File: config.mk
export PLATFORM = sky130hd
export DESIGN_NAME = register_file
export DESIGN_NICKNAME = d
export VERILOG_FILES = /design/src/common/mips_pkg.sv /design/src/decode/register_file.sv
export SDC_FILE = /design/constraint.sdc
export NUM_CORES = 2
export LEC_CHECK = 0
export ABC_CLOCK_PERIOD_IN_PS = 2200
export BUFFER_PORTS_ARGS = -buffer_cell sky130_fd_sc_hd__clkbuf_2
export CAP_MARGIN = 20
export CORE_UTILIZATION = 55
export DETAILED_ROUTE_END_ITERATION = 16
export PLACE_DENSITY = 0.72
export SLEW_MARGIN = 20
export SYNTH_ARGS = -nofsm -noshare
export SYNTH_HDL_FRONTEND = slang
export SYNTH_SLANG_ARGS = --single-unit
File: constraint.sdc
create_clock -name clk -period 2.2 [get_ports clk]
set_input_delay 0.33 -clock clk [delete_from_list [all_inputs] [get_ports clk]]
set_output_delay 0.33 -clock clk [all_outputs]
set_load 0.02 [all_outputs]
File: src/common/mips_pkg.sv
package mips_pkg;

	typedef logic [31:0] word_t;	// Data word or address
	typedef logic [4:0] reg_idx_t;	// Register index
	typedef logic [5:0] funct_t;	// Opcode or funct field
	typedef logic [25:0] jump_t;	// J-type target field

	typedef logic [3:0] alu_op_t;	// ALU operation
	localparam alu_op_t ALU_ADD = 4'd0;	// Add
	localparam alu_op_t ALU_SUB = 4'd1;	// Subtract
	localparam alu_op_t ALU_AND = 4'd2;	// Bitwise and
	localparam alu_op_t ALU_OR = 4'd4;	// Bitwise or
	localparam alu_op_t ALU_XOR = 4'd5;	// Bitwise xor
	localparam alu_op_t ALU_FUNCT = 4'd6;	// Look at R-type funct
	localparam alu_op_t ALU_GEZ = 4'd7;	// Sign test of operand a
	localparam alu_op_t ALU_LUI = 4'd9;	// Immediate to upper half

	typedef logic [1:0] pc_src_t;	// Next PC source
	localparam pc_src_t PC_BRANCH = 2'd0;	// PC+1+offset when taken
	localparam pc_src_t PC_JUMP = 2'd1;	// Absolute jump field
	localparam pc_src_t PC_REG = 2'd2;	// Value of rs
	localparam pc_src_t PC_SEQ = 2'd3;	// PC+1

	typedef logic [1:0] reg_dst_t;	// Destination register select
	localparam reg_dst_t DST_RT = 2'd0;	// I-type destination
	localparam reg_dst_t DST_RD = 2'd1;	// R-type destination
	localparam reg_dst_t DST_RA = 2'd2;	// Link register

	typedef logic [1:0] wb_src_t;	// Writeback source
	localparam wb_src_t WB_ALU = 2'd0;	// ALU result
	localparam wb_src_t WB_MEM = 2'd1;	// Load data
	localparam wb_src_t WB_LINK = 2'd2;	// Return address PC+1

	localparam reg_idx_t REG_RA = 5'd31;	// Link register index

	typedef struct packed {
		pc_src_t pc_src;	// Next PC choice
		reg_dst_t reg_dst;	// Which field names the destination
		wb_src_t wb_src;	// Data written to the register file
		alu_op_t alu_op;	// ALU operation
		logic alu_imm;	// Second operand is the immediate
		logic mem_we;	// Store enable
		logic reg_we;	// Register write enable
		logic branch_eq;	// Branch when ALU zero equals this
		logic imm_signed;	// Sign extend imm16
		logic mem_byte;	// Byte access instead of word
	} ctrl_t;

endpackage

File: src/decode/register_file.sv
`timescale 1ns/1ns

module register_file
	import mips_pkg::*;
(
	input logic clk,	// Core clock
	input logic reset,	// Clears every register
	input reg_idx_t rs_idx,	// First read port
	input reg_idx_t rt_idx,	// Second read port
	input logic we,	// Write enable
	input reg_idx_t wr_idx,	// Write port index
	input word_t wr_data,	// Write port data
	output word_t rs_value,	// First read data
	output word_t rt_value	// Second read data
);

	word_t regs [32];	// Register array

	// Register 0 always reads as zero
	assign rs_value = (rs_idx == '0) ? '0 : regs[rs_idx];
	assign rt_value = (rt_idx == '0) ? '0 : regs[rt_idx];

	always_ff @(posedge clk)
	begin
		if (reset)
		begin
			for (int i = 0; i < 32; i++)
				regs[i] <= '0;
		end
		else if (we && (wr_idx != '0))	// Drop writes to register 0
		begin
			regs[wr_idx] <= wr_data;
		end
	end

endmodule

==> Word-level counts from Yosys, hierarchy flattened <==
Memories as Yosys holds them, arrays and structs flattened.
Index checks and enable logic that the tools add are counted.
{ "word_totals": {"register_bits": 0, "ram_bits": 1024, "in_bits": 50, "elab_cells": 16, "mem_count": 1} }
{ "classes": {"muxes": 10, "reduce_logical": 5} }
{ "memory_table": {"columns": ["memory", "depth", "word_bits", "rd", "rd_clocked_by_memory_dff", "wr", "line", "text"], "rows": [
  ["regs", 32, 32, 2, 0, 32, "register_file.sv:17", "word_t regs [32];"]
]} }
{ "ops": {"columns": ["operator", "n"], "rows": [
  ["32-bit 2-to-1 mux", 3],
  ["32-bit OR reduction", 1],
  ["5-bit zero test", 2],
  ["1-bit 2-to-1 mux", 6],
  ["5-bit 2-to-1 mux", 1],
  ["5-bit nonzero test", 1],
  ["1-bit logical AND", 1]
]} }

==> Depth between registers and ports, before layout <==
{ "depth": {"ltp_word": 7, "mapped_depth": 9, "mapped_depth_nobuf": 4} }

==> Worst setup path after synthesis <==
OpenSTA, ideal clock, no wires.
{ "synth_timing": {"path_kind": "in2out", "from": "input rt_idx[0]", "to": "output rt_value[30]", "arrival_time_ns": 2.320, "t_required_ns": 1.870, "path_slack_ns": -0.450, "stages": 6, "n_path_buf": 3, "cell_sequence": "clkbuf_1 > buf_6 > buf_4 > mux4_2 > mux2i_1 > a2111oi_0"} }
{ "synth_between": {"elab_chain_cells": 2, "word_cells_on_any_way": 3, "cone_classes": "1 x mux; 1 x reduce/logical; 1 x memory"} }
{ "synth_lines": {"columns": ["element", "line", "text"], "rows": [
  ["start, declared", "register_file.sv:9", "input reg_idx_t rt_idx,"],
  ["memory read 32 x 32 bit or 5-bit zero test (tied branches)", null, null],
  ["32-bit 2-to-1 mux (*)", "register_file.sv:21", "assign rt_value = (rt_idx == '0) ? '0 : regs[rt_idx];"],
  ["end, declared", "register_file.sv:14", "output word_t rt_value"]
]} }
Every way passes the cells marked *; elsewhere a longest branch is shown, timed or not.

==> run_results.csv <==
group,metric,value,unit
floorplanning,initial_utilization,55.83,%
drt,drc_errors,0,
cells_and_area,largest_reg_flops,1024,
drt,via_count,36780,
yosys,synthDistinctLibCells,42,
worst_setup_path,cpLargestDelayFamily,"multiplexers",
cells_and_area,largest_register,"regs",
cells_and_area,layout_commonest_cell,"edfxtp_1",
global_route,grt.total_usage,36.76,%
cells_and_area,area_growth,22.93,%
floorplanning,num_rows,114,
clock_network,cts_tree,"built",
yosys,synth_seq_cells,1024,
power_and_ir_drop,combPwrFrac,15.8,%
worst_setup_path,worstSetupPathType,"flop to primary output",
cells_and_area,seqCellArea,0.03075,mm^2
power_and_ir_drop,p_int,0.03658,W
drt,ant_nets,0,
power_and_ir_drop,ir_worst_vdd,0.6757,mV
cells_and_area,multiInputGateArea,0.02399,mm^2
placement,dpl_cell_area,0.06083,mm^2
timing,grt_setup_unrepaired,"yes",
power_and_ir_drop,switchingPower,0.01232,W
power_and_ir_drop,power_frac_seq,47.4,%
clock_network,cts-buffers-inserted,108,
power_and_ir_drop,p_per_area,733.5,mW/mm^2
yosys,synth_area_per_cell,15.49,um^2
worst_setup_path,cp.buffers_inverters,2,
placement,port_buffers,113,
floorplanning,num_io_pins,114,
yosys,synthCells,3502,
placement,dpl_worst_slack,-842.4,ps
global_route,grt_pass1_wl,259500,um
clock_network,clock_path_buffers,3,
run,cap_violations,0,
drt,dr.pass1.iters,6,
worst_setup_path,cp_slowest_cell,"mux4_2",
drt,avgViaCountPerCell,6.964,
run_status,status,"complete, but fails checks",
floorplanning,die_area,0.09986,mm^2
cells_and_area,final_nets,3968,
yosys,async_flop_share,0,%
timing,whs,373.4,ps
yosys,syn_area,0.05423,mm^2
drt,wl_per_cell,34.50,um
timing,slew_viol_final,0,
worst_setup_path,required,1870,ps
clock_network,clock-sinks,1024,
worst_setup_path,endpoint_kind,"primary output",
yosys,synth_edf_count,1024,
worst_hold_path,hp-class,"input pin to flop",
cells_and_area,fin_area,0.06667,mm^2
global_route,grt_pass1_vias,37610,
yosys,ys.flop_type,"edfxtp_1",
worst_setup_path,path_max_fanout,2,
worst_setup_path,slowest_delay,580,ps
timing,relSlewSlack,53.41,%
timing,max_freq,0.3301,GHz
clock_network,cts.htree.levels,3,
power_and_ir_drop,swShare,25.20,%
timing,fin_crit_sh,137.7,%
cells_and_area,fillCellCount,6247,
yosys,yosysSeqAreaShare,56.70,%
placement,dpl.hpwl,119800,um
worst_setup_path,arrival,2700,ps
power_and_ir_drop,p_clk_share,36.8,%
clock_network,cts_root_buf,"clkbuf_16",
clock_network,cts_hold_buf,0,
run_status,violations,"negative setup slack",
clock_network,path_clk_slew,60,ps
floorplanning,die_height,316.0,um
global_route,grt_overflow,0,
power_and_ir_drop,leakage,23.81,nW
worst_setup_path,path_cells,"mux4_2 -> mux4_2 -> o22ai_2 -> buf_6 -> nor3_4 -> buf_6",
floorplanning,core,0.09714,mm^2
timing,fin_ws,-829.4,ps
placement,place_congestion,0.9272,
timing,setup_violations,64,
cells_and_area,largest_registers,"regs: 1024 flops",
yosys,yosys_warnings,0,
global_route,grt_max_degree,48,
cells_and_area,final_cell_mix,"edfxtp_1, and2_1, mux4_2, buf_4, mux2i_1",
worst_setup_path,critPathLaunchType,"flop",
timing,period_needed,3029,ps
drt,drt-initial-drc-count,5594,
global_route,antenna_found_initial,8,
cells_and_area,drive_gt1_share,39.52,%
timing,hold_violations,0,
floorplanning,die_x,316.0,um
drt,wirelength,182200,um
timing,tightest_slew,696.3,ps
-- final cells by class --
type	count	area share (%)
diodes	5	0.01877
clock buffers	138	4.318
clock inverters	55	0.7770
inverters	2	0.01126
multi-input cells	2120	35.98
flip-flops and latches	1024	46.12
well taps	1276	2.395
repair buffers	662	10.38
-- metrics by stage --
step	total power, W	TNS, ps	utilization (%)	instances
after floorplan	0.02715	-2956	-	3533
after global placement	0.02998	-74320	62.62	5036
after detailed placement	0.03022	-82540	62.62	5036
after CTS	0.04861	-43180	68.24	5261
after global routing	0.04991	-45360	68.62	5278
final	0.04890	-42840	68.63	5282
-- cell usage after synthesis, types with 3 or more instances --
cell type	count	area share, %
and2_1	995	11
nor2_1	36	0.25
a21oi_1	12	0.11
mux2_2	30	0.62
a2111oi_1	41	0.76
and3_1	3	0.035
nor4_1	6	0.069
a22oi_1	16	0.22
nor3_1	54	0.50
mux2i_1	150	2.8
a2111oi_0	14	0.23
a211oi_1	7	0.097
o22ai_1	103	1.2
buf_1	18	0.12
buf_6	22	0.46
buf_2	44	0.41
or2_2	33	0.38
buf_4	31	0.43
edfxtp_1	1024	57
a32o_1	4	0.074
nor2b_1	14	0.16
clkbuf_1	272	1.9
o21ai_0	4	0.037
nand3b_1	5	0.069
a221oi_1	4	0.065
a22o_1	51	0.82
nand2b_1	5	0.058
or3b_2	4	0.065
nand2_1	7	0.048
nand3_1	5	0.046
mux4_2	472	20
-- power groups by stage --
stage	combinational, W	clock [W]	sequential, W
after floorplan	0.00391	0	0.0232
after global placement	0.00659	0	0.0234
after detailed placement	0.00670	0	0.0235
after CTS	0.00749	0.0180	0.0231
after global routing	0.00793	0.0187	0.0232
final	0.00774	0.0180	0.0232
-- final timing paths --
kind | cells after the start | end | start
max | 6 | rs_value[18] | regs[23][18]$_SDFFCE_PN0P_
min | 2 | regs[29][5]$_SDFFCE_PN0P_ | wr_data[5]
-- layer usage --
metal | up-vias | part of all wire [%] | GRT usage (%)
met5 | - | 0.037 | 0
met4 | 10 | 6.0 | 19.88
met3 | 589 | 12 | 8.640
met2 | 2962 | 47 | 57.33
met1 | 18790 | 35 | 48.18
li1 | 14430 | - | -
-- kinds of logic (layout without fill, tap and decap cells) --
kind of cell,after synthesis,in the layout,synth area share (%)
simple gates,1177,1177,13.34
mux,652,652,22.99
buf+inv,389,857,3.313
flops,1024,1024,56.70
compound gates,259,259,3.652
other cells,1,37,0.006915
-- repair_timing --
action / 4_1_cts / 5_1_grt
buffers inserted: 39 / 19
endpoints found under the setup margin: 64 / 64
pin swaps: 138 / 27
cloned: 1 / 0
resized for setup: 323 / 69
Note: power is estimated with default switching activity, not from simulation.
