## src/common/mips_pkg.sv

```systemverilog
package mips_pkg;

	typedef logic [31:0] word_t;	// Data word or address
	typedef logic [4:0] reg_idx_t;	// Register index
	typedef logic [5:0] funct_t;	// Opcode or funct field
	typedef logic [25:0] jump_t;	// J-type target field

	typedef logic [3:0] alu_op_t;	// ALU operation
	localparam alu_op_t ALU_ADD = 4'd0;	// Add
	localparam alu_op_t ALU_SUB = 4'd1;	// Subtract
	localparam alu_op_t ALU_AND = 4'd2;	// Bitwise and
	localparam alu_op_t ALU_OR = 4'd4;	// Bitwise or
	localparam alu_op_t ALU_XOR = 4'd5;	// Bitwise xor
	localparam alu_op_t ALU_FUNCT = 4'd6;	// Look at R-type funct
	localparam alu_op_t ALU_GEZ = 4'd7;	// Sign test of operand a
	localparam alu_op_t ALU_LUI = 4'd9;	// Immediate to upper half

	typedef logic [1:0] pc_src_t;	// Next PC source
	localparam pc_src_t PC_BRANCH = 2'd0;	// PC+1+offset when taken
	localparam pc_src_t PC_JUMP = 2'd1;	// Absolute jump field
	localparam pc_src_t PC_REG = 2'd2;	// Value of rs
	localparam pc_src_t PC_SEQ = 2'd3;	// PC+1

	typedef logic [1:0] reg_dst_t;	// Destination register select
	localparam reg_dst_t DST_RT = 2'd0;	// I-type destination
	localparam reg_dst_t DST_RD = 2'd1;	// R-type destination
	localparam reg_dst_t DST_RA = 2'd2;	// Link register

	typedef logic [1:0] wb_src_t;	// Writeback source
	localparam wb_src_t WB_ALU = 2'd0;	// ALU result
	localparam wb_src_t WB_MEM = 2'd1;	// Load data
	localparam wb_src_t WB_LINK = 2'd2;	// Return address PC+1

	localparam reg_idx_t REG_RA = 5'd31;	// Link register index

	typedef struct packed {
		pc_src_t pc_src;	// Next PC choice
		reg_dst_t reg_dst;	// Which field names the destination
		wb_src_t wb_src;	// Data written to the register file
		alu_op_t alu_op;	// ALU operation
		logic alu_imm;	// Second operand is the immediate
		logic mem_we;	// Store enable
		logic reg_we;	// Register write enable
		logic branch_eq;	// Branch when ALU zero equals this
		logic imm_signed;	// Sign extend imm16
		logic mem_byte;	// Byte access instead of word
	} ctrl_t;

endpackage

```

## src/fetch/fetch_stage.sv

```systemverilog
`timescale 1ns/1ns

module fetch_stage
	import mips_pkg::*;
(
	input logic clk,	// Core clock
	input logic reset,	// Synchronous reset
	input pc_src_t pc_src,	// Next PC source from decode
	input logic branch_taken,	// Branch condition met
	input word_t branch_target,	// PC+1+offset
	input word_t rs_value,	// Target for JR/JALR
	input jump_t jump_field,	// Target field for J/JAL
	output word_t pc,	// Address of current instruction
	output word_t pc_plus1	// Address of next instruction
);

	word_t next_pc;	// Value loaded at the next edge

	assign pc_plus1 = pc + 32'd1;	// Word counter steps by one

	always_comb
	begin
		case (pc_src)
			PC_BRANCH:
			begin
				if (branch_taken)
					next_pc = branch_target;	// Taken branch
				else
					next_pc = pc_plus1;	// Fall through
			end
			PC_JUMP:
			begin
				next_pc = {pc_plus1[31:26], jump_field};	// Keep region bits of PC+1
			end
			PC_REG:
			begin
				next_pc = rs_value;	// Register jump
			end
			default:
			begin
				next_pc = pc_plus1;	// Sequential
			end
		endcase
	end

	always_ff @(posedge clk)
	begin
		if (reset)
			pc <= '0;	// Start at word 0
		else
			pc <= next_pc;
	end

endmodule

```

## config.mk

```make
export PLATFORM = sky130hd
export DESIGN_NAME = fetch_stage
export DESIGN_NICKNAME = d
export VERILOG_FILES = /design/src/common/mips_pkg.sv /design/src/fetch/fetch_stage.sv
export SDC_FILE = /design/constraint.sdc
export NUM_CORES = 1
export LEC_CHECK = 0
export BUFFER_PORTS_ARGS = -buffer_cell sky130_fd_sc_hd__clkbuf_2
export CAP_MARGIN = 20
export CORE_MARGIN = 4
export CORE_UTILIZATION = 40
export CTS_BUF_LIST = sky130_fd_sc_hd__clkbuf_4
export CTS_CLUSTER_SIZE = 24
export DETAILED_ROUTE_END_ITERATION = 10
export GPL_ROUTABILITY_DRIVEN = 0
export GPL_TIMING_DRIVEN = 0
export PLACE_DENSITY_LB_ADDON = 0.3
export SLEW_MARGIN = 20
export SYNTH_ARGS = -nofsm -noshare
export SYNTH_HDL_FRONTEND = slang
export SYNTH_SLANG_ARGS = --single-unit
export TNS_END_PERCENT = 30
```

## constraint.sdc

```tcl
create_clock -name clk -period 2.4 [get_ports clk]
set_clock_uncertainty 0.1 [all_clocks]
set_input_delay 0.24 -clock clk [delete_from_list [all_inputs] [get_ports clk]]
set_output_delay 0.24 -clock clk [all_outputs]
set_load 0.02 [all_outputs]
```

# ---- After elaboration in Yosys (flattened, before gate mapping)
# Cells that the tools add are included.
dict set report totals {
  ff_bits 32
}
dict set report classes {
  n_addsub 1
  eq_ne 2
  mux 2
  reduce_logical 1
}
# op count
set ops {}
lappend ops {{32-bit case mux with 3 select lines} 1}
lappend ops {{32-bit by 1-bit adder with 32-bit output (second input constant)} 1}
lappend ops {{32-bit two-way mux} 1}
lappend ops {{2-bit by 1-bit == test with 1-bit output (second input constant)} 1}
lappend ops {{2-bit == test (second input constant)} 1}
lappend ops {{2-bit logical NOT} 1}

# ---- Logic depth before layout (Yosys ltp)
dict set report depth {
  ltp_word 3
  mapped_depth 8
  depth_no_buf 6
}

# ---- Worst setup path after synthesis
# Ideal clock, no wire load.
dict set report synth_path {
  kind {register to register}
  startpoint {register pc[0]}
  endpoint {register pc[14]}
  arrival_ns 2.044
  setup_slack_ns 0.195
  path_stages_with_launch 7
  cell_sequence {dfxtp_1 -> ha_1 -> nand2_1 -> nor4_4 -> nand4_1 -> xnor2_1 -> o221a_1}
}
dict set report synth_between {
  elab_chain_cells 3
}
# element line_no
set synth_rtl {}
lappend synth_rtl {{start: declaration} fetch_stage.sv:13} ;# output word_t pc,
lappend synth_rtl {{start signal: assignment} fetch_stage.sv:51} ;# pc <= next_pc;
lappend synth_rtl {{32-bit by 1-bit adder with 32-bit output *} fetch_stage.sv:19} ;# assign pc_plus1 = pc + 32'd1;
lappend synth_rtl {{via pc_plus1[14]} fetch_stage.sv:14} ;# output word_t pc_plus1
lappend synth_rtl {{32-bit two-way mux} fetch_stage.sv:26} ;# if (branch_taken)
lappend synth_rtl {{32-bit case mux with 3 select lines *} fetch_stage.sv:23} ;# case (pc_src)
# The timed path passes the listed nets; every way through them passes the cells marked *.
# A chain may end at the register's enable or synchronous reset.

# ---- Final worst setup path
dict set report layout_path {
  startpoint {register pc[12]}
  endpoint {output port pc_plus1[27]}
}
dict set report layout_between {
  elab_chain_cells 1
}
# element line_no
set layout_rtl {}
lappend layout_rtl {{32-bit by 1-bit adder with 32-bit output} fetch_stage.sv:19}
lappend layout_rtl {{end: declaration} fetch_stage.sv:14}
# No other way between the ends.

==> summary.txt <==
GRT Total Usage = 24.4%
Top reg by flops = pc
top-area cell type share of the netlist area = 26.7%
Post-DP HPWL = 7260 um
syn avg cell area = 7.60 um^2
met2 Use GR = 43.1%
Core ar. = 5680 um^2
met3 Track Usage GR = 5.48%
Slew @ Worst Pin = 0.621 ns
cell taking the most area after synthesis = dfxtp_1
clk_lat worst skew = 0.34 ns
slowest library cell on the worst path = dfxtp_4
Mapped Cells = 316
Slew headroom = 58.6%
startpoint types = register
Initial Utilization = 42.3%
Setup-failing EPs final = 0
worst hold path class = input pin to register
Hold Buf Count CTS = 0
num ports = 159
htree depth = 2
via count = 3151
ANT nets after route = 0
Pwr Density = 425 nW/um^2
FMAX = 428 MHz
M1 GR Usage = 29.8%
EDFF count, synth = 0
DR vias/cell = 5.59
syn nets = 412
Top delay family on crit path = simple AND/OR/NAND/NOR gates
ys flop type = dfxtp_1
fillcell total = 534
CP Cell Sequence = and4_4 > and4_4 > buf_6 > buf_8 > nand4_1 > xor2_1 > inv_1 > buf_6
largest net degree at the start of global routing = 11
Wirelength per Cell = 17.2 um
Hold Violations, Final = 0
synth unique cells = 47
Die Ht = 85.5 um
Slew Limit Fails = 0
Leak = 1.74 nW
layer with the highest usage = met2
Period minus WS final = 2.33 ns
area grow syn2layout = 48.8%
CTS root buf = clkbuf_4
max incr delay on CP = 0.37 ns
worst-path fanout max = 10
status = finished clean
Die Area = 7310 um^2
period utilization = 97.3%
Max-Cap Viols = 0
max reg flops = 32
Synth warnings = 0
Arr. time, crit path = 1.99 ns
CP bufs+invs = 4
first-pass GRT wire length = 14300 um
Rows = 27
initial antenna violation count = 0
drt total wl = 9690 um
VDD IR max = 249 uV
Port Buffers = 157
RSZ-0062 raised after global routing = yes
DRC = 0
share of layout cells above drive strength 1 = 43.3%
clock sink total = 32
vias in the first global route = 2962
GRT overflow = 0
Async SR Flop Fraction = 0%
drt initial violations = 136
top flop regs = pc (32)
synth top area cells = dfxtp_1 (27%), nor2_1 (7.3%), a22oi_1 (7.2%), xnor2_1 (6.2%), a21oi_1 (5.6%)
clock transition at the registers of the reported paths = 0.11 ns
diodes inserted = 0
TritonCTS clock tree = yes
Clock Tree Buf Depth = 2
CP Capture Type = primary output
DR pass1 iterations = 5
Post-Syn Area = 2400 um^2
width of the die = 85.5 um
Seq cells post-synth = 32
Crit path required time = 2.06 ns
Setup CP Type = register to primary output
CTS buffer count = 5
Total Nets Final = 588
Pwr Total = 0.00152 W
register area share after synthesis = 26.7%
fin util = 63.0%
final timing paths:
check / start / endpoint / slack [ns] / cells past startpoint
setup / recovery: pc[12] / pc_plus1[27] / 0.07 / 8
hold / removal: rs_value[6] / pc[6] / 0.04 / 3
setup reg to reg: pc[2] / pc[14] / 0.29 / 8
hold reg to reg: pc[31] / pc[31] / 0.49 / 2
metrics by stage:
stage                     hold slack [ns]  setup slack, ns  instance area [um^2]  TNS (ns)  std cells
final                              0.0432           0.0658                  3570         0        564
after global routing               0.0510          -0.0345                  3570    -0.168        564
after CTS                          0.0453         -0.00563                  3440  -0.00563        555
after detailed placement            0.396           0.0354                  3280         0        545
after global placement              0.387           0.0521                  3280         0        545
after floorplan                     0.295            0.195                  2400         0        316
cells by family after synthesis:
kind of cell	after synthesis	share of synthesized area [%]
AO/OA/AOI/OAI	97	29.0
XOR/XNOR	29	10.6
adder cells (fa/ha/maj)	1	0.521
buffers and inverters	39	6.41
flip-flops	32	26.7
multiplexers	2	0.833
AND/OR/NAND/NOR	116	26.0
area by class of cell:
cell class	instances	area, um^2	area share (%)
Buffer	25	121	3.40
Clock buffer	6	45.0	1.26
Clock inverter	1	5.00	0.140
Inverter	14	52.6	1.47
Multi-Input combinational cell	245	1680	46.9
Sequential cell	32	679	19.0
Tap cell	72	90.1	2.52
Timing Repair Buffer	169	903	25.3
metal layers:
layer	vias to the layer above	wire (um)	share of wire, %
met2	153	4690	48
met5	-	0	0
met1	1464	3890	40
met4	0	70	0.72
met3	9	1040	11
li1	1525	-	-
cell usage after synthesis, types with 2 or more instances:
cell type / instances
a211oi_1: 3
a21oi_1: 27
a221oi_1: 10
a22oi_1: 23
and2_1: 3
and3_1: 5
and4_1: 3
buf_2: 3
clkbuf_1: 20
dfxtp_1: 32
inv_1: 14
mux2i_1: 2
nand2_1: 12
nand2b_1: 2
nand3_1: 9
nand4_1: 11
nand4b_1: 2
nor2_1: 47
nor2b_1: 5
nor3_1: 7
nor4_4: 2
o211ai_1: 2
o21ai_0: 3
o21bai_1: 2
o221a_2: 3
o221ai_1: 2
o22ai_1: 4
o2bb2ai_1: 6
o32ai_1: 6
or4_1: 2
xnor2_1: 17
xor2_1: 12
timing repair:
item,in CTS,in global routing
buffers inserted,3,8
gates cloned,0,1
pin swaps,5,7
endpoints found under the setup margin,19,18
gates resized for setup,26,24
endpoints found under the hold margin,0,0
power by group:
group          internal [W]  switching (W)
logic              0.000233       0.000332
registers          0.000575      0.0000592
clock network      0.000119       0.000199
total              0.000927       0.000591
cell usage in the layout, fill, tap and decap left out, types with 3 or more instances in the layout:
master,instances
nand2_1,10
xnor2_1,15
a221oi_1,10
a22oi_1,23
o221a_2,3
xor2_1,11
nor2_1,47
a211oi_1,3
o2bb2ai_1,6
nor3_1,7
clkbuf_4,6
buf_4,11
a21oi_1,27
nand3_4,3
nand4_1,11
buf_6,3
inv_1,14
clkbuf_2,154
and3_1,5
dfxtp_1,17
and2_1,3
o22ai_1,4
clkbuf_1,20
dfxtp_4,8
o21ai_0,3
nor2b_1,5
o32ai_1,6
nand3_1,7
dfxtp_2,7
worst min-delay path, stage by stage:
cell and delay (ns):
clkbuf_2 0.08, a221oi_1 0.06, nor2_1 0.07
No activity file was read; power rests on OpenSTA's default activity.
