<file path="src/common/mips_pkg.sv">
package mips_pkg;

	typedef logic [31:0] word_t;	// Data word or address
	typedef logic [4:0] reg_idx_t;	// Register index
	typedef logic [5:0] funct_t;	// Opcode or funct field
	typedef logic [25:0] jump_t;	// J-type target field

	typedef logic [3:0] alu_op_t;	// ALU operation
	localparam alu_op_t ALU_ADD = 4'd0;	// Add
	localparam alu_op_t ALU_SUB = 4'd1;	// Subtract
	localparam alu_op_t ALU_AND = 4'd2;	// Bitwise and
	localparam alu_op_t ALU_OR = 4'd4;	// Bitwise or
	localparam alu_op_t ALU_XOR = 4'd5;	// Bitwise xor
	localparam alu_op_t ALU_FUNCT = 4'd6;	// Look at R-type funct
	localparam alu_op_t ALU_GEZ = 4'd7;	// Sign test of operand a
	localparam alu_op_t ALU_LUI = 4'd9;	// Immediate to upper half

	typedef logic [1:0] pc_src_t;	// Next PC source
	localparam pc_src_t PC_BRANCH = 2'd0;	// PC+1+offset when taken
	localparam pc_src_t PC_JUMP = 2'd1;	// Absolute jump field
	localparam pc_src_t PC_REG = 2'd2;	// Value of rs
	localparam pc_src_t PC_SEQ = 2'd3;	// PC+1

	typedef logic [1:0] reg_dst_t;	// Destination register select
	localparam reg_dst_t DST_RT = 2'd0;	// I-type destination
	localparam reg_dst_t DST_RD = 2'd1;	// R-type destination
	localparam reg_dst_t DST_RA = 2'd2;	// Link register

	typedef logic [1:0] wb_src_t;	// Writeback source
	localparam wb_src_t WB_ALU = 2'd0;	// ALU result
	localparam wb_src_t WB_MEM = 2'd1;	// Load data
	localparam wb_src_t WB_LINK = 2'd2;	// Return address PC+1

	localparam reg_idx_t REG_RA = 5'd31;	// Link register index

	typedef struct packed {
		pc_src_t pc_src;	// Next PC choice
		reg_dst_t reg_dst;	// Which field names the destination
		wb_src_t wb_src;	// Data written to the register file
		alu_op_t alu_op;	// ALU operation
		logic alu_imm;	// Second operand is the immediate
		logic mem_we;	// Store enable
		logic reg_we;	// Register write enable
		logic branch_eq;	// Branch when ALU zero equals this
		logic imm_signed;	// Sign extend imm16
		logic mem_byte;	// Byte access instead of word
	} ctrl_t;

endpackage

</file>
<file path="src/execute/alu.sv">
`timescale 1ns/1ns

module alu
	import mips_pkg::*;
(
	input alu_op_t op,	// Operation from decode
	input funct_t funct,	// R-type function field
	input word_t a,	// rs
	input word_t b,	// rt or immediate
	output word_t result,	// Operation result
	output logic zero	// Result is zero
);

	always_comb
	begin
		case (op)
			ALU_ADD: result = a + b;
			ALU_SUB: result = a - b;
			ALU_AND: result = a & b;
			ALU_OR: result = a | b;
			ALU_XOR: result = a ^ b;
			ALU_LUI: result = {b[15:0], 16'b0};	// Immediate to upper half
			ALU_GEZ: result = {31'b0, a[31]};	// Zero when a is not negative
			ALU_FUNCT:
			begin
				case (funct)
					6'h20, 6'h21: result = a + b;	// ADD, ADDU
					6'h22, 6'h23: result = a - b;	// SUB, SUBU
					6'h24: result = a & b;	// AND
					6'h25: result = a | b;	// OR
					6'h26: result = a ^ b;	// XOR
					6'h27: result = ~(a | b);	// NOR
					6'h2a: result = {31'b0, $signed(a) < $signed(b)};	// SLT
					default: result = '0;	// Unsupported funct
				endcase
			end
			default: result = '0;
		endcase
	end

	assign zero = (result == '0);	// Feeds branch decision

endmodule

</file>
<file path="src/execute/execute_stage.sv">
`timescale 1ns/1ns

module execute_stage
	import mips_pkg::*;
(
	input word_t instr,	// Current instruction
	input ctrl_t ctrl,	// Decoded control
	input word_t rs_value,	// Operand a
	input word_t rt_value,	// Register operand b
	input word_t pc_plus1,	// Base for branch target
	output word_t alu_result,	// ALU output, also data address
	output logic branch_taken,	// Branch condition met
	output word_t branch_target	// PC+1+offset
);

	word_t imm_sext;	// imm16 sign extended
	word_t imm_ext;	// imm16 as the instruction wants it
	word_t alu_b;	// Second ALU operand
	logic alu_zero;	// ALU zero flag

	assign imm_sext = {{16{instr[15]}}, instr[15:0]};
	assign imm_ext = ctrl.imm_signed ? imm_sext : {16'b0, instr[15:0]};	// Logic ops zero extend
	assign alu_b = ctrl.alu_imm ? imm_ext : rt_value;

	alu u_alu (
		.op(ctrl.alu_op),
		.funct(instr[5:0]),
		.a(rs_value),
		.b(alu_b),
		.result(alu_result),
		.zero(alu_zero)
	);

	// BEQ and BGEZ want zero set, BNE wants it clear
	assign branch_taken = (alu_zero == ctrl.branch_eq);
	assign branch_target = pc_plus1 + imm_sext;	// Word offset

endmodule

</file>
<file path="config.mk">
export PLATFORM = sky130hd
export DESIGN_NAME = execute_stage
export DESIGN_NICKNAME = d
export VERILOG_FILES = /design/src/common/mips_pkg.sv /design/src/execute/alu.sv /design/src/execute/execute_stage.sv
export SDC_FILE = /design/constraint.sdc
export NUM_CORES = 1
export LEC_CHECK = 0
export BUFFER_PORTS_ARGS = -buffer_cell sky130_fd_sc_hd__buf_2
export CAP_MARGIN = 40
export CORE_ASPECT_RATIO = 1.5
export CORE_UTILIZATION = 50
export DETAILED_ROUTE_END_ITERATION = 8
export GPL_TIMING_DRIVEN = 0
export MAX_ROUTING_LAYER = met4
export PLACE_DENSITY = 0.82
export SLEW_MARGIN = 30
export SYNTH_ARGS = -nofsm -noshare
export SYNTH_HDL_FRONTEND = slang
export SYNTH_HIERARCHICAL = 1
export SYNTH_SLANG_ARGS = --single-unit
</file>
<file path="constraint.sdc">
create_clock -name vclk -period 4.6
set_clock_uncertainty 0.05 [all_clocks]
set_input_delay 0.23 -clock vclk [all_inputs]
set_output_delay 0.23 -clock vclk [all_outputs]
set_load 0.01 [all_outputs]
</file>
## Word level (Yosys, flattened, before mapping)

Index checks and enable logic that the tools add are counted.

| storage, ports and cells | value |
|---|---|
| logic and storage cells | 33 |
| register bits | 0 |
| bits of input ports | 144 |
| output and inout bits | 65 |

| operators by class | value |
|---|---|
| reduce and logical (&&, ||, !) cells | 4 |
| muxes and demuxes | 4 |
| add/sub/neg operators | 3 |
| bitwise gates (word level) | 4 |
| magnitude comparators | 1 |
| equality and inequality tests | 17 |

Operator list:

| cell | number |
|---|---|
| one-hot mux 32 bit (8 select lines) | 1 |
| one-hot mux 32 bit (7 select lines) | 1 |
| adder 32 bit | 2 |
| two-way mux 32 bit | 2 |
| == test 6 bit (second input constant) | 9 |
| bitwise AND 32 bit | 1 |
| logical NOT 32 bit | 1 |
| < comparator 32 bit | 1 |
| NOT 32 bit | 1 |
| OR 32 bit | 1 |
| subtractor 32 bit | 1 |
| XOR 32 bit | 1 |
| == test 4 x 3 -> 1 bit (second input constant) | 4 |
| == test 4 x 1 -> 1 bit (second input constant) | 1 |
| == test 4 x 2 -> 1 bit (second input constant) | 1 |
| == test 4 bit (second input constant) | 1 |
| logical NOT 4 bit | 1 |
| OR reduction 2 bit | 2 |
| == test 1 bit | 1 |

## Depth between registers and ports, before layout

| logic depth | value |
|---|---|
| depth in word-level cells | 8 |
| depth in mapped cells | 19 |

## Cells and area by module

The synthesis kept the hierarchy.

Modules (own cells, without submodules):

| module | cells each | sequential area each (um^2) | instances | area each (um^2) |
|---|---|---|---|---|
| alu | 1079 | 0.0 | 1 | 7189.4 |
| execute_stage | 309 | 0.0 | 1 | 2224.6 |

## Least setup slack after synthesis

No wires, ideal clock.

| timing | value |
|---|---|
| kind | input port to output port |
| start point | in ctrl[5] (netlist bit) |
| end point | out branch_taken |
| arrival time | 4.710 ns |
| cell stages on the path | 18 |
| path buffers | 3 |
| path slack | -0.390 ns |
| cell sequence | clkbuf_1 -> clkbuf_1 -> mux2_2 -> inv_1 -> ha_1 -> buf_6 -> nor2_1 -> a221oi_2 -> a211oi_1 -> nor3_1 -> xnor2_1 -> o221ai_1 -> or4b_1 -> or4_1 -> or4b_1 -> nor4b_2 -> and4b_1 -> xnor2_1 |

| between the ends | value |
|---|---|
| elaborated cells between the ends (all ways) | 12 |
| those cells by class | add/sub: 2; order compare: 1; eq/ne: 1; mux: 3; bitwise: 4; reduce/logical: 1 |

RTL lines:

| what | line | source |
|---|---|---|
| from (decl) | execute_stage.sv:7 | `input ctrl_t ctrl,` |
| two-way mux 32 bit (*) | execute_stage.sv:23 | `assign alu_b = ctrl.alu_imm ? imm_ext : rt_value;` |
| net alu_b[5] | execute_stage.sv:18 | `word_t alu_b;` |
| subtractor 32 bit / adder 32 bit (equally long branches) | n/a |  |
| one-hot mux 32 bit (7 select lines) | alu.sv:26 | `case (funct)` |
| one-hot mux 32 bit (8 select lines) (*) | alu.sv:16 | `case (op)` |
| net alu_result[14] | execute_stage.sv:11 | `output word_t alu_result,` |
| logical NOT 32 bit (*) | alu.sv:41 | `assign zero = (result == '0);` |
| net alu_zero | execute_stage.sv:19 | `logic alu_zero;` |
| == test 1 bit (*) | execute_stage.sv:35 | `assign branch_taken = (alu_zero == ctrl.branch_eq);` |
| to (decl) | execute_stage.sv:12 | `output logic branch_taken,` |

The timed path passes the listed nets; every way through them passes the cells marked *.

## Final worst setup path

| timing | value |
|---|---|
| start point | in instr[2] |
| end point | out branch_taken |

| between the ends | value |
|---|---|
| word-level cells in the longest chain between the ends | 8 |
| elaborated cells between the ends (all ways) | 24 |
| those cells by class | add/sub: 2; order compare: 1; eq/ne: 10; mux: 4; bitwise: 4; reduce/logical: 3 |

RTL lines:

| what | line | source |
|---|---|---|
| from (decl) | execute_stage.sv:6 | `input word_t instr,` |
| parallel branches: the longest is 5 deep, another holds subtractor 32 bit | n/a |  |
| one-hot mux 32 bit (8 select lines) (*) | alu.sv:16 |  |
| logical NOT 32 bit (*) | alu.sv:41 |  |
| net alu_zero | execute_stage.sv:19 |  |
| == test 1 bit (*) | execute_stage.sv:35 |  |

Mark *: on every way through the listed nets, which the timed path passes.

==> impl_metrics.tcl <==
set metrics [dict create \
    status "finished with violations" \
    violations "setup timing" \
    pwr-share-seq_pct 0 \
    worstHoldPathType "in -> out" \
    grt_pass1_wl_um 66100 \
    die_area_sq_um 19390 \
    start_util_pct 50.97 \
    pwr-share-comb_pct 100.0 \
    path_class "in -> out" \
    arrival_ps 4900 \
    hold_violations 0 \
    slew_viol_final 0 \
    sw_frac_of_total_pct 60.99 \
    syn_avg_cell_area_sq_um 6.782 \
    cp_cell_sequence "buf_2 -> clkbuf_1 -> nor2_1 -> a21boi_1 -> buf_4 -> clkbuf_1 -> clkbuf_1 -> buf_1 -> nor3_1 -> a211oi_1 -> o211ai_1 -> nor4_1 -> and4b_1 -> xnor2_2 -> buf_2" \
    p_int_w 0.0007527 \
    slew_headroom_pct 36.71 \
    maxCapViolCount 0 \
    cp.required_ps 4320 \
    via_count 12540 \
    irDropWorstVdd_v 0.00007934 \
    synth_fp_nets 1667 \
    drt_wl_total_um 45410 \
    synth_common_cells "132 x ha_1, 126 x inv_1, 121 x nand2_1, 114 x nor2_1, 111 x o21ai_0" \
    critical_path.max_stage_delay_ps 630 \
    rows 61 \
    drc 0 \
    io_pins 209 \
    ys_types 112 \
    hold_buffers 0 \
    rsz0062_at_grt "true" \
    synth_seq_area_share_pct 0 \
    area_growth_pct 24.77 \
    fin_crit_sh_pct 112.6 \
    drive_above_1_share_pct 26.89 \
    first_iter_violations 1221 \
    worst_setup_path_end_kind "output port" \
    dp_hpwl_um 36290 \
    crit_fanout 10 \
    grt_pass1_vias 11850 \
    p_clk_share_pct 0 \
    wire_per_inst_um 24.31 \
    period_needed_ps 5177 \
    yosys_warnings 6 \
    gp_congestion 1.097 \
    setup_ws_ps -577.4 \
    tns_ps -577.4 \
    p_leak_nw 5.270 \
    core_sq_um 18470 \
    seq_cell_count 0 \
    synth.area.top_cells "ha_1 18%, o21ai_0 5.9%, a21oi_1 5.8%" \
    firstDrtPassIters 6 \
    fillers 1807 \
    clock_buffers 0 \
    startpoint_type "input pin" \
    antenna_found_initial 1 \
    ant_nets 0 \
    grt_max_degree 20 \
    yosys.area.top_type_share_pct 17.54 \
    grt_remaining_overflow 0 \
    worst_slew_pin_slew_ps 935.9 \
    die_h_um 170.1 \
    die_x_um 114.0 \
    p_switching_w 0.001177 \
    track_usage_pct 45.74 \
    synth_top_area_cell "ha_1" \
    portBuffers 182 \
    p_per_area_nw_per_um2 164.2 \
    synth_most_common_cell "ha_1" \
    final-seq-area_sq_um 0 \
    syn-cell-area_sq_um 9414 \
    syn_inst 1388 \
    cp_common_cell "clkbuf_1" \
    setup-violations-final 1 \
    viasPerCell 6.711 \
    crit_slowest_cell "clkbuf_1" \
    nNetsFinal 1895 \
    place_ws_ps -1443 \
    fin_hold_ws_ps 685.7 \
    max_freq_mhz 193.1 \
]
## logic make-up after synthesis
logic type               share of synthesized area (%)
buffers and inverters                            9.729
AND/OR/NAND/NOR                                  21.85
XOR/XNOR                                         6.326
adder cells (fa/ha/maj)                          18.18
multiplexers                                     5.157
AO/OA/AOI/OAI                                    38.76
## path summary, 6_finish.rpt
| check | slack [ps] | cells after the start | end | start |
|---|---|---|---|---|
| worst max-delay path | -580 | 15 | branch_taken | instr[2] |
| worst min-delay path | 690 | 3 | branch_taken | ctrl[2] |
## metal layers
metal	routed length [um]	GRT usage (%)
met5	0	-
met2	21420	78.13
met4	4896	39.81
met1	15720	45.91
met3	3366	5.413
## area by class of cell
class	instances	area [sq um]	share of cell area, %
Antenna cell	2	5.005	0.04261
Timing Repair Buffer	228	1297	11.05
Inverter	129	503.0	4.282
Tap cell	252	315.3	2.684
Buffer	83	515.5	4.389
Multi-Input combinational cell	1174	9110	77.56
## power groups by stage
stage                     clock network [W]  registers, W  logic [W]
after CTS                                 0             0    0.00176
after floorplan                           0             0    0.00112
final                       0.0000000000263             0    0.00193
after global placement                    0             0    0.00165
after detailed placement                  0             0    0.00167
after global routing        0.0000000000291             0    0.00203
## worst max-delay path: cells and delay by family
family / cells / cell delay [ps]
buffers and inverters: 7 / 2770
XOR/XNOR: 1 / 120
AND/OR/NAND/NOR: 4 / 1020
AO/OA/AOI/OAI: 3 / 740
## through the flow
step                area, sq um  util (%)  power [W]  instances
floorplan                  9513         -   0.001122       1388
global placement          10740     58.14   0.001650       1822
detailed placement        10750     58.21   0.001666       1822
CTS                       11210     60.67   0.001757       1836
global route              11740     63.58   0.002034       1867
finish                    11750     63.60   0.001929       1868
## placed cells by master, fill, tap and decap left out, types with 38 or more instances in the layout
cell and n:
a21oi_1 102, o21ai_0 100, nand2_1 119, buf_4 51
ha_1 118, clkbuf_1 38, buf_2 195, xnor2_1 47
inv_1 117, nor2_1 104
## repair_timing
action	CTS	global route
pin swaps	18	44
setup endpoints to repair	7	4
setup buffers	14	30
gates resized for setup	78	78
gates cloned	1	0
(Power assumes the default switching activity.)
