==> config.mk <==
export PLATFORM = sky130hd
export DESIGN_NAME = control_unit
export DESIGN_NICKNAME = d
export VERILOG_FILES = /design/src/common/mips_pkg.sv /design/src/decode/control_unit.sv
export SDC_FILE = /design/constraint.sdc
export NUM_CORES = 1
export LEC_CHECK = 0
export BUFFER_PORTS_ARGS = -buffer_cell sky130_fd_sc_hd__clkbuf_2
export CORE_AREA = 2 2 39 41
export DETAILED_ROUTE_END_ITERATION = 8
export DIE_AREA = 0 0 41 43
export PLACE_DENSITY = 0.88
export SYNTH_ARGS = -nofsm -noshare
export SYNTH_HDL_FRONTEND = slang
export SYNTH_SLANG_ARGS = --single-unit
==> constraint.sdc <==
create_clock -name vclk -period 2.5
set_input_delay 0.25 -clock vclk [all_inputs]
set_output_delay 0.25 -clock vclk [all_outputs]
set_load 0.01 [all_outputs]
==> src/common/mips_pkg.sv <==
package mips_pkg;

	typedef logic [31:0] word_t;	// Data word or address
	typedef logic [4:0] reg_idx_t;	// Register index
	typedef logic [5:0] funct_t;	// Opcode or funct field
	typedef logic [25:0] jump_t;	// J-type target field

	typedef logic [3:0] alu_op_t;	// ALU operation
	localparam alu_op_t ALU_ADD = 4'd0;	// Add
	localparam alu_op_t ALU_SUB = 4'd1;	// Subtract
	localparam alu_op_t ALU_AND = 4'd2;	// Bitwise and
	localparam alu_op_t ALU_OR = 4'd4;	// Bitwise or
	localparam alu_op_t ALU_XOR = 4'd5;	// Bitwise xor
	localparam alu_op_t ALU_FUNCT = 4'd6;	// Look at R-type funct
	localparam alu_op_t ALU_GEZ = 4'd7;	// Sign test of operand a
	localparam alu_op_t ALU_LUI = 4'd9;	// Immediate to upper half

	typedef logic [1:0] pc_src_t;	// Next PC source
	localparam pc_src_t PC_BRANCH = 2'd0;	// PC+1+offset when taken
	localparam pc_src_t PC_JUMP = 2'd1;	// Absolute jump field
	localparam pc_src_t PC_REG = 2'd2;	// Value of rs
	localparam pc_src_t PC_SEQ = 2'd3;	// PC+1

	typedef logic [1:0] reg_dst_t;	// Destination register select
	localparam reg_dst_t DST_RT = 2'd0;	// I-type destination
	localparam reg_dst_t DST_RD = 2'd1;	// R-type destination
	localparam reg_dst_t DST_RA = 2'd2;	// Link register

	typedef logic [1:0] wb_src_t;	// Writeback source
	localparam wb_src_t WB_ALU = 2'd0;	// ALU result
	localparam wb_src_t WB_MEM = 2'd1;	// Load data
	localparam wb_src_t WB_LINK = 2'd2;	// Return address PC+1

	localparam reg_idx_t REG_RA = 5'd31;	// Link register index

	typedef struct packed {
		pc_src_t pc_src;	// Next PC choice
		reg_dst_t reg_dst;	// Which field names the destination
		wb_src_t wb_src;	// Data written to the register file
		alu_op_t alu_op;	// ALU operation
		logic alu_imm;	// Second operand is the immediate
		logic mem_we;	// Store enable
		logic reg_we;	// Register write enable
		logic branch_eq;	// Branch when ALU zero equals this
		logic imm_signed;	// Sign extend imm16
		logic mem_byte;	// Byte access instead of word
	} ctrl_t;

endpackage

==> src/decode/control_unit.sv <==
`timescale 1ns/1ns

module control_unit
	import mips_pkg::*;
(
	input word_t instr,	// Instruction word from memory
	output ctrl_t ctrl,	// Decoded control fields
	output reg_idx_t wr_idx	// Final destination register
);

	funct_t opcode;	// Major opcode
	funct_t funct;	// R-type function
	reg_idx_t rt;	// Selects BGEZ or BGEZAL
	reg_idx_t rd;	// R-type destination

	assign opcode = instr[31:26];
	assign funct = instr[5:0];
	assign rt = instr[20:16];
	assign rd = instr[15:11];

	always_comb
	begin
		// Safe default is a no-op that moves on to PC+1
		ctrl.pc_src = PC_SEQ;
		ctrl.reg_dst = DST_RT;
		ctrl.wb_src = WB_ALU;
		ctrl.alu_op = ALU_ADD;
		ctrl.alu_imm = 1'b0;
		ctrl.mem_we = 1'b0;
		ctrl.reg_we = 1'b0;
		ctrl.branch_eq = 1'b1;
		ctrl.imm_signed = 1'b1;
		ctrl.mem_byte = 1'b0;
		case (opcode)
			6'b000000:	// R-type
			begin
				ctrl.reg_dst = DST_RD;	// Three-register form
				ctrl.alu_op = ALU_FUNCT;	// ALU reads funct itself
				if (funct == 6'b001000)	// JR
				begin
					ctrl.pc_src = PC_REG;	// PC = rs
				end
				else if (funct == 6'b001001)	// JALR
				begin
					ctrl.pc_src = PC_REG;	// PC = rs
					ctrl.wb_src = WB_LINK;	// rd gets PC+1
					ctrl.reg_we = 1'b1;
				end
				else
				begin
					ctrl.reg_we = (funct >= 6'b100000);	// Multiply group writes nothing
				end
			end
			6'b001000, 6'b001001:	// ADDI, ADDIU
			begin
				ctrl.alu_imm = 1'b1;
				ctrl.reg_we = 1'b1;
			end
			6'b001100:	// ANDI
			begin
				ctrl.alu_op = ALU_AND;
				ctrl.alu_imm = 1'b1;
				ctrl.reg_we = 1'b1;
				ctrl.imm_signed = 1'b0;	// Logic ops zero extend
			end
			6'b001101:	// ORI
			begin
				ctrl.alu_op = ALU_OR;
				ctrl.alu_imm = 1'b1;
				ctrl.reg_we = 1'b1;
				ctrl.imm_signed = 1'b0;
			end
			6'b001110:	// XORI
			begin
				ctrl.alu_op = ALU_XOR;
				ctrl.alu_imm = 1'b1;
				ctrl.reg_we = 1'b1;
				ctrl.imm_signed = 1'b0;
			end
			6'b001111:	// LUI
			begin
				ctrl.alu_op = ALU_LUI;
				ctrl.alu_imm = 1'b1;
				ctrl.reg_we = 1'b1;
				ctrl.imm_signed = 1'b0;
			end
			6'b000100, 6'b000101:	// BEQ, BNE
			begin
				ctrl.pc_src = PC_BRANCH;
				ctrl.alu_op = ALU_SUB;	// Zero flag means equal
				ctrl.branch_eq = ~opcode[0];	// BNE takes the branch on not zero
			end
			6'b000001:	// REGIMM
			begin
				ctrl.pc_src = PC_BRANCH;
				ctrl.alu_op = ALU_GEZ;	// Zero flag means rs >= 0
				ctrl.wb_src = WB_LINK;
				if (rt != 5'd1)	// Anything but BGEZ links
				begin
					ctrl.reg_dst = DST_RA;
					ctrl.reg_we = 1'b1;
				end
			end
			6'b100011, 6'b100000:	// LW, LB
			begin
				ctrl.wb_src = WB_MEM;
				ctrl.alu_imm = 1'b1;	// Base plus offset
				ctrl.reg_we = 1'b1;
				ctrl.mem_byte = ~opcode[0];	// LB has bit 0 clear
			end
			6'b101011, 6'b101000:	// SW, SB
			begin
				ctrl.alu_imm = 1'b1;
				ctrl.mem_we = 1'b1;
				ctrl.mem_byte = ~opcode[0];	// SB has bit 0 clear
			end
			6'b000010:	// J
			begin
				ctrl.pc_src = PC_JUMP;
			end
			6'b000011:	// JAL
			begin
				ctrl.pc_src = PC_JUMP;
				ctrl.reg_dst = DST_RA;	// Return address to $ra
				ctrl.wb_src = WB_LINK;
				ctrl.reg_we = 1'b1;
			end
			default:
			begin
				ctrl.pc_src = PC_SEQ;	// Unknown opcode, keep defaults
			end
		endcase
	end

	always_comb
	begin
		case (ctrl.reg_dst)
			DST_RD: wr_idx = rd;
			DST_RA: wr_idx = REG_RA;
			default: wr_idx = rt;
		endcase
	end

endmodule

---- Yosys cells after proc, flatten, opt, wreduce, memory -nomap -nowiden ----
Cells that the tools add are included.
cells by class
  reductions and logical operators ........ 11
  magnitude comparators ................... 1
  bitwise operators ....................... 1
  equal/unequal tests ..................... 20
  multiplexer cells ....................... 19
operator list
  operator              count
  $eq A6 B4 Y1 const B  8
  $pmux W4 S7           1
  $eq A6 B6 Y1 const B  4
  $pmux W2 S3           3
  $eq A6 B2 Y1 const B  2
  $eq A6 B3 Y1 const B  2
  $mux W1               10
  $pmux W5 S2           1
  $reduce_or A10 Y1     1
  $reduce_or A2 Y1      5
  $reduce_or A9 Y1      1
  $reduce_or A4 Y1      2
  $eq A6 B1 Y1 const B  1
  $ge A6 B6 Y1 const B  1
  $logic_not A6 Y1      1
  $mux W2               3
  $ne A5 B1 Y1 const B  1
  $pmux W1 S3           1
  $reduce_or A3 Y1      1
  $eq A2 B1 Y1 const B  1
  $eq A2 B2 Y1 const B  1
  $not A1 Y1            1
word-level totals
  logic and storage cells ................. 52
  output and inout bits ................... 21
  bits in registers ....................... 0
  input bits .............................. 32

---- Longest topological paths before layout ----
  depth in word-level cells ............... 5
  gate-level depth with buffers ........... 7
  mapped depth without buffers ............ 7

---- Least setup slack after synthesis ----
No wires, ideal clock.
  path kind ............................... input to output
  from .................................... input port instr[29]
  to ...................................... output port wr_idx[0]
  cell stages on the path ................. 6
  data required time ...................... 2,250 ps
  buffers on the path ..................... 2
  slack ................................... 113 ps
  arrival ................................. 2,137 ps
  cells stage by stage .................... buf_6 -> or4_4 -> nor3_1 -> ha_1 -> clkbuf_1 -> o21ai_0
RTL lines
  element          line               source
  start, declared  control_unit.sv:6  input word_t instr,
  end, declared    control_unit.sv:8  output reg_idx_t wr_idx

---- Worst setup path after layout ----
  from .................................... input port instr[30]
  to ...................................... output port wr_idx[3]
on the way
  word-level cells in the longest chain between the ends .. 4
  elaborated cells on any way between the ends .. 7
  classes of those cells .................. eq/ne: 4; mux: 2; reduce/logical: 1
ends and longest elaborated chain
  element                                              line                 source
  $eq A6 B2 Y1 (tied with other cells)                 control_unit.sv:34   case (opcode)
  $pmux W2 S3 *                                        control_unit.sv:34
  $eq A2 B2 Y1 / $eq A2 B1 Y1 (equally long branches)  control_unit.sv:137  case (ctrl.reg_dst)
  $pmux W5 S2 *                                        control_unit.sv:137
Every way passes the cells marked *; elsewhere a longest branch is shown, timed or not.

==> results_dict.tcl <==
set metrics [dict create \
    max_freq_mhz 434 \
    regArea_um2 0 \
    drtAntennaViolNets 0 \
    hp-class "primary input to output port" \
    status "completed" \
    numSequentialCells 0 \
    gp_congestion 0.845 \
    clock_buffers 0 \
    cp-start-kind "primary input" \
    worstMarginPinSlew_ns 0.391 \
    synth_area_leaders "a21oi_1 (9.8%), nor2_1 (8.3%), nor3_1 (7.3%)" \
    avgViaCountPerCell 5.18 \
    port_buffers 43 \
    synth_nets 103 \
    drv_cap 0 \
    netlist_area_um2 409 \
    dr.first_iter.drc_count 17 \
    diodes 0 \
    dieArea_mm2 0.00176 \
    wl_per_cell_um 11.0 \
    cpPeakStageDelay_ns 0.50 \
    drt-total-wl_mm 1.38 \
    synthCells 69 \
    design_area_um2 628 \
    grt_pass1_vias 513 \
    cp_common_cell "clkbuf_2" \
    finalHoldViolations 0 \
    finalSetupViolCount 0 \
    syn_to_final_growth_pct 53.5 \
    grt_pass1_wl_mm 1.97 \
    cp.arrival_ns 2.06 \
    fin_nets 145 \
    hold_buffers 0 \
    synthDistinctLibCells 30 \
    grt_max_degree 13 \
    holdWs_ns 0.814 \
    firstDrtPassIters 4 \
    yosysTopAreaCell "a21oi_1" \
    track_usage_pct 14.8 \
    avgSynthCellArea_um2 5.93 \
    powerDensity_mw_per_mm2 132 \
    layout-drive-gt1-share_pct 44.0 \
    cts_repair_resize_count 0 \
    fin_crit_sh_pct 92.2 \
    num_rows 14 \
    yosysTopAreaCellShare_pct 9.79 \
    fill_cells 156 \
    initial_core_util_pct 29.6 \
    criticalPathCategory "primary input to output port" \
    required_ns 2.25 \
    min_period_ns 2.31 \
    seq_area_frac_synth_pct 0 \
    cpMaxStageDelayCell "or4_4" \
    synth_warnings 0 \
    maxSlewHeadroom_pct 73.9 \
    final_max_slew_viol_count 0 \
    grt_setup_unrepaired "no" \
    cts_setup_buffers 0 \
    core_area_mm2 0.00138 \
    vdd_drop_max_mv 0.0586 \
    antenna_found_initial 0 \
    route.vias.total 648 \
    overflow 0 \
    die_x_um 41 \
    io_pins 53 \
    place_area_um2 628 \
    finalSetupTns_ns 0 \
    dp_hpwl_mm 1.17 \
    path_cells "clkbuf_2 > or4_4 > or3_1 > ha_1 > nand2_1 > o21ai_0 > clkbuf_2" \
    die_y_um 43 \
    leakagePower_uw 0.000344 \
    drc 0 \
    worstPathMaxFanout 10 \
    cp-end-kind "output port" \
    startpoint "instr[30]" \
    min_from "instr[16]" \
]
## routing by layer
metal  track usage (%)  vias to the layer above  share of wire (%)
li1                  -                      330                  -
met1              16.1                      285                 38
met2              29.7                       33                 53
met3             0.524                        0                9.5
met4             0.667                        0                  0
met5                 0                        -                  0
## power breakdown
group | switching [µW] | internal, µW
Combinational | 45.7 | 37.4
Clock | 0 | 0
Sequential | 0 | 0
Total | 45.7 | 37.4
## stage by stage
| stage | power, µW | instances | setup WS [ns] | utilization, % |
|---|---|---|---|---|
| final | 83.2 | 125 | 0.194 | 45.4 |
| after floorplan | 45.5 | 69 | 0.113 | - |
| after global placement | 80.2 | 125 | 0.233 | 45.4 |
| after global routing | 92.4 | 125 | 0.0739 | 45.4 |
| after CTS | 83.1 | 125 | 0.189 | 45.4 |
| after detailed placement | 82.7 | 125 | 0.190 | 45.4 |
## cell families after synthesis
kind of cell             synth area share, %
XOR/XNOR                                4.28
AO/OA/AOI/OAI                           25.7
buffers and inverters                   11.3
AND/OR/NAND/NOR                         52.6
adder cells (fa/ha/maj)                 6.12
## critical path: cells and delay by family
kind	cells	cell delay, ns
buffers and inverters	2	0.29
adder cells (fa/ha/maj)	1	0.45
AND/OR/NAND/NOR	3	0.99
AO/OA/AOI/OAI	1	0.09
## area by class of cell
| class | instances | area, µm² | share of cell area [%] |
|---|---|---|---|
| inverters | 4 | 15.0 | 2.39 |
| multi-input cells | 60 | 363 | 57.8 |
| repair buffers | 45 | 230 | 36.7 |
| well taps | 16 | 20.0 | 3.19 |
## worst paths after layout
| check | slack (ns) | to | depth (start not counted) |
|---|---|---|---|
| worst max-delay path | 0.19 | wr_idx[3] | 7 |
| worst min-delay path | 0.81 | wr_idx[0] | 4 |
## synthesized netlist by cell type, types with 2 or more instances
master    count
clkbuf_1      2
o21ai_0       5
ha_1          2
xnor2_1       2
a21oi_1       8
inv_1         4
nand2b_1      2
nor3_1        6
nand3b_1      2
nand2_1       7
nor2b_1       2
nor2_1        9
## cell usage in the layout (no fill, tap or decap), drive strengths merged
| master | Yosys | final |
|---|---|---|
| a31oi | 1 | 1 |
| o21ai | 5 | 5 |
| nor3 | 7 | 7 |
| nor2b | 2 | 2 |
| buf | 3 | 2 |
| xnor2 | 2 | 2 |
| nand2b | 2 | 2 |
| nand2 | 7 | 7 |
| nor4 | 1 | 1 |
| clkbuf | 2 | 43 |
| o21a | 1 | 1 |
| or4 | 2 | 2 |
| o311ai | 1 | 1 |
| ha | 2 | 2 |
| a22oi | 1 | 1 |
| nand4 | 1 | 1 |
| nor2 | 9 | 9 |
| nand3b | 2 | 2 |
| a21oi | 8 | 8 |
| inv | 4 | 4 |
| or3 | 1 | 1 |
| or4b | 1 | 1 |
| nor4b | 1 | 1 |
| and4b | 1 | 1 |
| o211a | 1 | 1 |
| nand3 | 1 | 1 |
Power figures use the tool's default switching activity.
